File: src/prog.hex
// one RV32 instruction word per line, in hex
// line order is ROM index, index 0 sits at the reset vector
00100093
00200113
00300193
00400213
00500293
00600313
00700393
00800413
00900493
00a00513
00b00593
00c00613
00d00693
00e00713
00f00793
01000813
002081b3
40208233
0020f2b3
0020e333
0020c3b3
00209433
0020d4b3
0020a533
00112023
00012583
00208463
00209463
008000ef
000080e7
12345037
00000013

File: src/hw/axi_pkg.sv
package axi_pkg;

    // AXI-lite read channel widths
    localparam int AXI_ADDR_W = 32;
    localparam int AXI_DATA_W = 32;
    localparam int AXI_RESP_W = 2;

    // byte address on AR
    typedef logic [AXI_ADDR_W-1:0] axi_addr_t;

    // read data on R
    typedef logic [AXI_DATA_W-1:0] axi_data_t;

    // response code on R
    typedef logic [AXI_RESP_W-1:0] axi_resp_t;

    // normal access, the only code the ROM returns
    localparam axi_resp_t AXI_RESP_OKAY = 2'b00;

endpackage

File: src/hw/fetch_pkg.sv
package fetch_pkg;

    // program counter and instruction word
    typedef logic [31:0] pc_t;
    typedef logic [31:0] inst_t;

    // first fetch address out of reset
    localparam pc_t RESET_PC = 32'h8000_0000;
    // sequential step, one 32-bit word
    localparam pc_t PC_STEP = 32'd4;

    // slow-master delays, in cycles
    localparam int AR_ISSUE_DELAY = 6;
    localparam int R_ACCEPT_DELAY = 4;
    // ROM response latency after AR handshake
    localparam int ROM_LATENCY = 2;

    // shared width for the delay and latency counters
    localparam int DELAY_W = 3;
    typedef logic [DELAY_W-1:0] delay_cnt_t;

    // ROM geometry, word indexed
    localparam int ROM_WORDS = 32;
    localparam int ROM_INDEX_W = 5;
    typedef logic [ROM_INDEX_W-1:0] rom_index_t;

    // fetch control states
    typedef enum logic [1:0] {issue_wait, addr, data} fetch_state_t;

endpackage

File: src/hw/fetch_axi_master.sv
`timescale 1ns/1ps

module fetch_axi_master (
    input  logic               clk,
    input  logic               rst,
    input  logic               retire,
    input  fetch_pkg::pc_t     pc,
    output axi_pkg::axi_addr_t araddr,
    output logic               arvalid,
    input  logic               arready,
    output logic               rready,
    input  logic               rvalid,
    input  axi_pkg::axi_data_t rdata,
    output logic               inst_valid,
    output fetch_pkg::inst_t   inst
);
    import fetch_pkg::*;

    fetch_state_t state;
    // one counter serves both delays, states never overlap
    delay_cnt_t   delay_cnt;
    logic         ar_fire;
    logic         r_fire;

    // channel handshakes
    assign ar_fire = arvalid && arready;
    assign r_fire  = rvalid && rready;

    always_ff @(posedge clk) begin
        if (rst) begin
            // first fetch goes out straight after reset
            state     <= addr;
            delay_cnt <= '0;
        end else begin
            case (state)
                issue_wait: begin
                    // zero count means idle, waiting for retire
                    if (retire) begin
                        delay_cnt <= delay_cnt_t'(AR_ISSUE_DELAY - 1);
                    end else if (delay_cnt == delay_cnt_t'(1)) begin
                        // last count, arvalid shows next cycle
                        delay_cnt <= '0;
                        state     <= addr;
                    end else if (delay_cnt != '0) begin
                        delay_cnt <= delay_cnt - delay_cnt_t'(1);
                    end
                end
                addr: begin
                    // arvalid held here until the slave takes it
                    if (ar_fire) begin
                        delay_cnt <= delay_cnt_t'(R_ACCEPT_DELAY - 1);
                        state     <= data;
                    end
                end
                data: begin
                    // accept delay runs out, then rready waits for rvalid
                    if (r_fire) begin
                        state <= issue_wait;
                    end else if (delay_cnt != '0) begin
                        delay_cnt <= delay_cnt - delay_cnt_t'(1);
                    end
                end
                default: begin
                    state     <= issue_wait;
                    delay_cnt <= '0;
                end
            endcase
        end
    end

    // AR side
    assign arvalid = (state == addr);
    // pc is frozen while a fetch is in flight
    assign araddr  = pc;

    // R side, ready once the accept delay is spent
    assign rready = (state == data) && (delay_cnt == '0);

    // one-cycle delivery on the R handshake
    assign inst_valid = r_fire;
    assign inst       = rdata;

endmodule

File: src/hw/fetch_pc.sv
`timescale 1ns/1ps

module fetch_pc (
    input  logic           clk,
    input  logic           rst,
    input  logic           retire,
    input  logic           redirect,
    input  fetch_pkg::pc_t redirect_pc,
    output fetch_pkg::pc_t pc
);
    import fetch_pkg::*;

    // value taken at the next retire
    pc_t pc_next;

    // redirect wins over the sequential step
    always_comb begin
        if (redirect) begin
            pc_next = redirect_pc;
        end else begin
            pc_next = pc + PC_STEP;
        end
    end

    // pc only moves on retire
    // otherwise it holds for the fetch in flight
    always_ff @(posedge clk) begin
        if (rst) begin
            pc <= RESET_PC;
        end else if (retire) begin
            pc <= pc_next;
        end
    end

endmodule

File: src/hw/fetch_top.sv
`timescale 1ns/1ps

module fetch_top (
    input  logic             clk,
    input  logic             rst,
    input  logic             retire,
    input  logic             redirect,
    input  fetch_pkg::pc_t   redirect_pc,
    output logic             inst_valid,
    output fetch_pkg::pc_t   pc,
    output fetch_pkg::inst_t inst
);
    import axi_pkg::*;

    // AR channel
    axi_addr_t araddr;
    logic      arvalid;
    logic      arready;
    // R channel
    logic      rready;
    logic      rvalid;
    axi_data_t rdata;
    // always OKAY, not used by the fetch stage
    axi_resp_t rresp;

    // program counter, moved by the back end on retire
    fetch_pc pc_i (
        .clk         (clk),
        .rst         (rst),
        .retire      (retire),
        .redirect    (redirect),
        .redirect_pc (redirect_pc),
        .pc          (pc)
    );

    // slow bus master, one fetch in flight
    fetch_axi_master master_i (
        .clk        (clk),
        .rst        (rst),
        .retire     (retire),
        .pc         (pc),
        .araddr     (araddr),
        .arvalid    (arvalid),
        .arready    (arready),
        .rready     (rready),
        .rvalid     (rvalid),
        .rdata      (rdata),
        .inst_valid (inst_valid),
        .inst       (inst)
    );

    // program store behind the read port
    inst_rom_axi rom_i (
        .clk     (clk),
        .rst     (rst),
        .araddr  (araddr),
        .arvalid (arvalid),
        .arready (arready),
        .rready  (rready),
        .rvalid  (rvalid),
        .rdata   (rdata),
        .rresp   (rresp)
    );

endmodule

File: src/hw/inst_rom_axi.sv
`timescale 1ns/1ps

module inst_rom_axi (
    input  logic               clk,
    input  logic               rst,
    input  axi_pkg::axi_addr_t araddr,
    input  logic               arvalid,
    output logic               arready,
    input  logic               rready,
    output logic               rvalid,
    output axi_pkg::axi_data_t rdata,
    output axi_pkg::axi_resp_t rresp
);
    import axi_pkg::*;
    import fetch_pkg::*;

    // program image
    axi_data_t  rom [0:ROM_WORDS-1];
    rom_index_t rom_index;
    // one read in service
    logic       busy;
    delay_cnt_t lat_cnt;
    logic       ar_fire;
    logic       r_fire;

    initial begin
        $readmemh("/design/src/prog.hex", rom);
    end

    // word index above the byte offset, wraps at ROM_WORDS
    assign rom_index = araddr[ROM_INDEX_W+1:2];

    // no new address accepted while a read is open
    assign arready = !busy;
    assign ar_fire = arvalid && arready;
    assign r_fire  = rvalid && rready;

    always_ff @(posedge clk) begin
        if (rst) begin
            busy    <= 1'b0;
            lat_cnt <= '0;
        end else if (ar_fire) begin
            busy    <= 1'b1;
            lat_cnt <= delay_cnt_t'(ROM_LATENCY - 1);
        end else if (r_fire) begin
            // read closed, free for the next address
            busy <= 1'b0;
        end else if (busy && (lat_cnt != '0)) begin
            lat_cnt <= lat_cnt - delay_cnt_t'(1);
        end
    end

    // word captured at the AR handshake
    // stays put while rvalid is high
    always_ff @(posedge clk) begin
        if (ar_fire) begin
            rdata <= rom[rom_index];
        end
    end

    // latency spent, hold until the master takes it
    assign rvalid = busy && (lat_cnt == '0);
    // ROM never faults
    assign rresp  = AXI_RESP_OKAY;

endmodule

File: config.mk
export PLATFORM = sky130hd
export DESIGN_NAME = fetch_top
export DESIGN_NICKNAME = d
export VERILOG_FILES = /design/src/hw/axi_pkg.sv /design/src/hw/fetch_pkg.sv /design/src/hw/fetch_axi_master.sv /design/src/hw/fetch_pc.sv /design/src/hw/fetch_top.sv /design/src/hw/inst_rom_axi.sv
export SDC_FILE = /design/constraint.sdc
export NUM_CORES = 1
export LEC_CHECK = 0
export BUFFER_PORTS_ARGS = -buffer_cell sky130_fd_sc_hd__buf_2
export CAP_MARGIN = 20
export CORE_MARGIN = 5
export CORE_UTILIZATION = 28
export CTS_CLUSTER_SIZE = 10
export DETAILED_ROUTE_END_ITERATION = 6
export PLACE_DENSITY = 0.46
export SYNTH_ARGS = -nofsm -noshare
export SYNTH_HDL_FRONTEND = slang
export SYNTH_HIERARCHICAL = 1
export SYNTH_SLANG_ARGS = --single-unit
File: constraint.sdc
create_clock -name clk -period 2.8 [get_ports clk]
set_input_delay 0.14 -clock clk [delete_from_list [all_inputs] [get_ports clk]]
set_output_delay 0.14 -clock clk [all_outputs]
set_load 0.02 [all_outputs]
==> metrics.cfg <==
[run_status]
status = completed

[timing]
layout_setup_ws_ps = 801
fmax_ghz = 0.500
hold_viol = 0
drv_slew = 0
setup_violations = 0
tns_ps = 0
period_needed_ps = 2000
rsz0062_at_grt = no
slew_headroom = 0.627
worst_pin_slew_ps = 559
fin_worst_skew_ps = 6.03
fin_hold_ws_ps = 98.1
min_period_over_period = 0.714

[global_routing]
grt_use_total = 0.131
antenna_found_initial = 0
grt_max_degree = 56
grt_pass1_vias = 2730
grt_overflow = 0
grt_first_pass_wirelength_mm = 14.2

[floorplan]
die_area_sq_mm = 0.0136
die_y_um = 117
placementRows = 39
io_pins = 101
core-area_sq_mm = 0.0113
start_util = 0.282
die_w_um = 117

[setup_path]
worstPathArrival_ps = 2150
worstSetupEndpointType = register
critPathMaxFanout = 7
worstPathRequired_ps = 2950
critical_path_class = reg -> reg
worst_setup_path_start_kind = register

[finish]
syn2layout_area_growth_pct = 7.86
layout_commonest_cell = buf_2
final_layout_size_suffix_gt1_frac = 0.224
mostFrequentLayoutCells = 68 x buf_2, 41 x dfxtp_1, 33 x nand2_1, 32 x conb_1, 31 x nor2_1
layout.cells.non_filler = 585
nets = 483
nFillCells = 1244
antenna_cells = 0

[clock_network]
cts_resized = 0
hold_buffers = 0
root_buffer = clkbuf_16
cts_setup_buffers = 0
worstSkewPairLatency_ps = 280
clockBufferDepth = 2
cts_inserted_buffers = 5
cts_tree = built
clock-sinks = 41
htreeDepth = 2
path_clk_slew_ps = 60

[routing]
drc = 0
ant_nets = 0
post_drt_wl_per_cell_um = 15.8
via_count = 2899
drt_iter0_drc = 192
first_pass_iters = 4
wl_mm = 9.23
avgViaCountPerCell = 4.96

[synthesis]
ys_warn_count = 6
synth_area_sq_mm = 0.00318
avgSynthCellArea_sq_um = 7.62
syn-instance-count = 418

[place]
place_ws_ps = 832
gp_congestion = 0.784
hpwl_mm = 6.79
numPortBuffers = 68
dp_cells = 577

[power]
ir_drop_mv = 0.295
power_density_mw_per_mm2 = 518
p_leak_nw = 1.45

[job]
cap_violations = 0

[min_path]
hold_path.class = in -> reg

[registers in the layout, summed over array words and instances, names as in the netlist]
| name | flops |
|---|---|
| master_i/state | 2 |
| rom_i/lat_cnt | 3 |
| rom_i/busy | 1 |
| master_i/delay_cnt | 3 |
| pc_i/pc | 32 |
[power by group]
group | switching (mW) | internal (mW) | leakage, nW
clock network | 0.246 | 0.446 | 0.0841
logic | 0.250 | 0.147 | 1.03
registers | 0.0636 | 0.628 | 0.337
[area by class of cell]
type / instances / area, sq um / area share
multi-input combinational: 307 / 1840 / 0.534
clock buffer: 7 / 143 / 0.0415
inverter: 13 / 48.8 / 0.0142
tap: 143 / 179 / 0.0521
timing repair buffer: 73 / 378 / 0.110
clock inverter: 1 / 30.0 / 0.00874
sequential: 41 / 821 / 0.239
[critical path, stage by stage (launching register included)]
cell     delay, ps
dfxtp_1        440
ha_1           300
and4_1         270
nand4_1        250
nor3_1         290
mux2i_1        210
o22ai_1        100
[stage by stage]
stage / util / power (mW) / cell area (sq um)
floorplan: - / 1.05 / 3300
global placement: 0.289 / 1.10 / 3260
detailed placement: 0.289 / 1.10 / 3260
CTS: 0.305 / 1.80 / 3430
global route: 0.305 / 1.88 / 3430
finish: 0.305 / 1.78 / 3430
[path summary, 6_finish.rpt]
| kind | startpoint | endpoint | slack (ps) | cells after the start |
|---|---|---|---|---|
| min | redirect_pc[0] | pc_i/pc[0]$_SDFFE_PP0P_ | 100 | 3 |
| max reg2reg | pc_i/pc[2]$_SDFFE_PP0P_ | pc_i/pc[30]$_SDFFE_PP0P_ | 800 | 6 |
| min reg2reg | pc_i/pc[0]$_SDFFE_PP0P_ | pc_i/pc[0]$_SDFFE_PP0P_ | 460 | 2 |
| max | pc_i/pc[2]$_SDFFE_PP0P_ | pc_i/pc[30]$_SDFFE_PP0P_ | 800 | 6 |
[metal layers]
metal  up-vias  track usage  routed length (um)
met3         9       0.0285                 619
li1       1471            -                   -
met2        81        0.208                4230
met5         -            0                   0
met4         0       0.0367                 105
met1      1338        0.181                4280
Power figures use the tool's default switching activity.
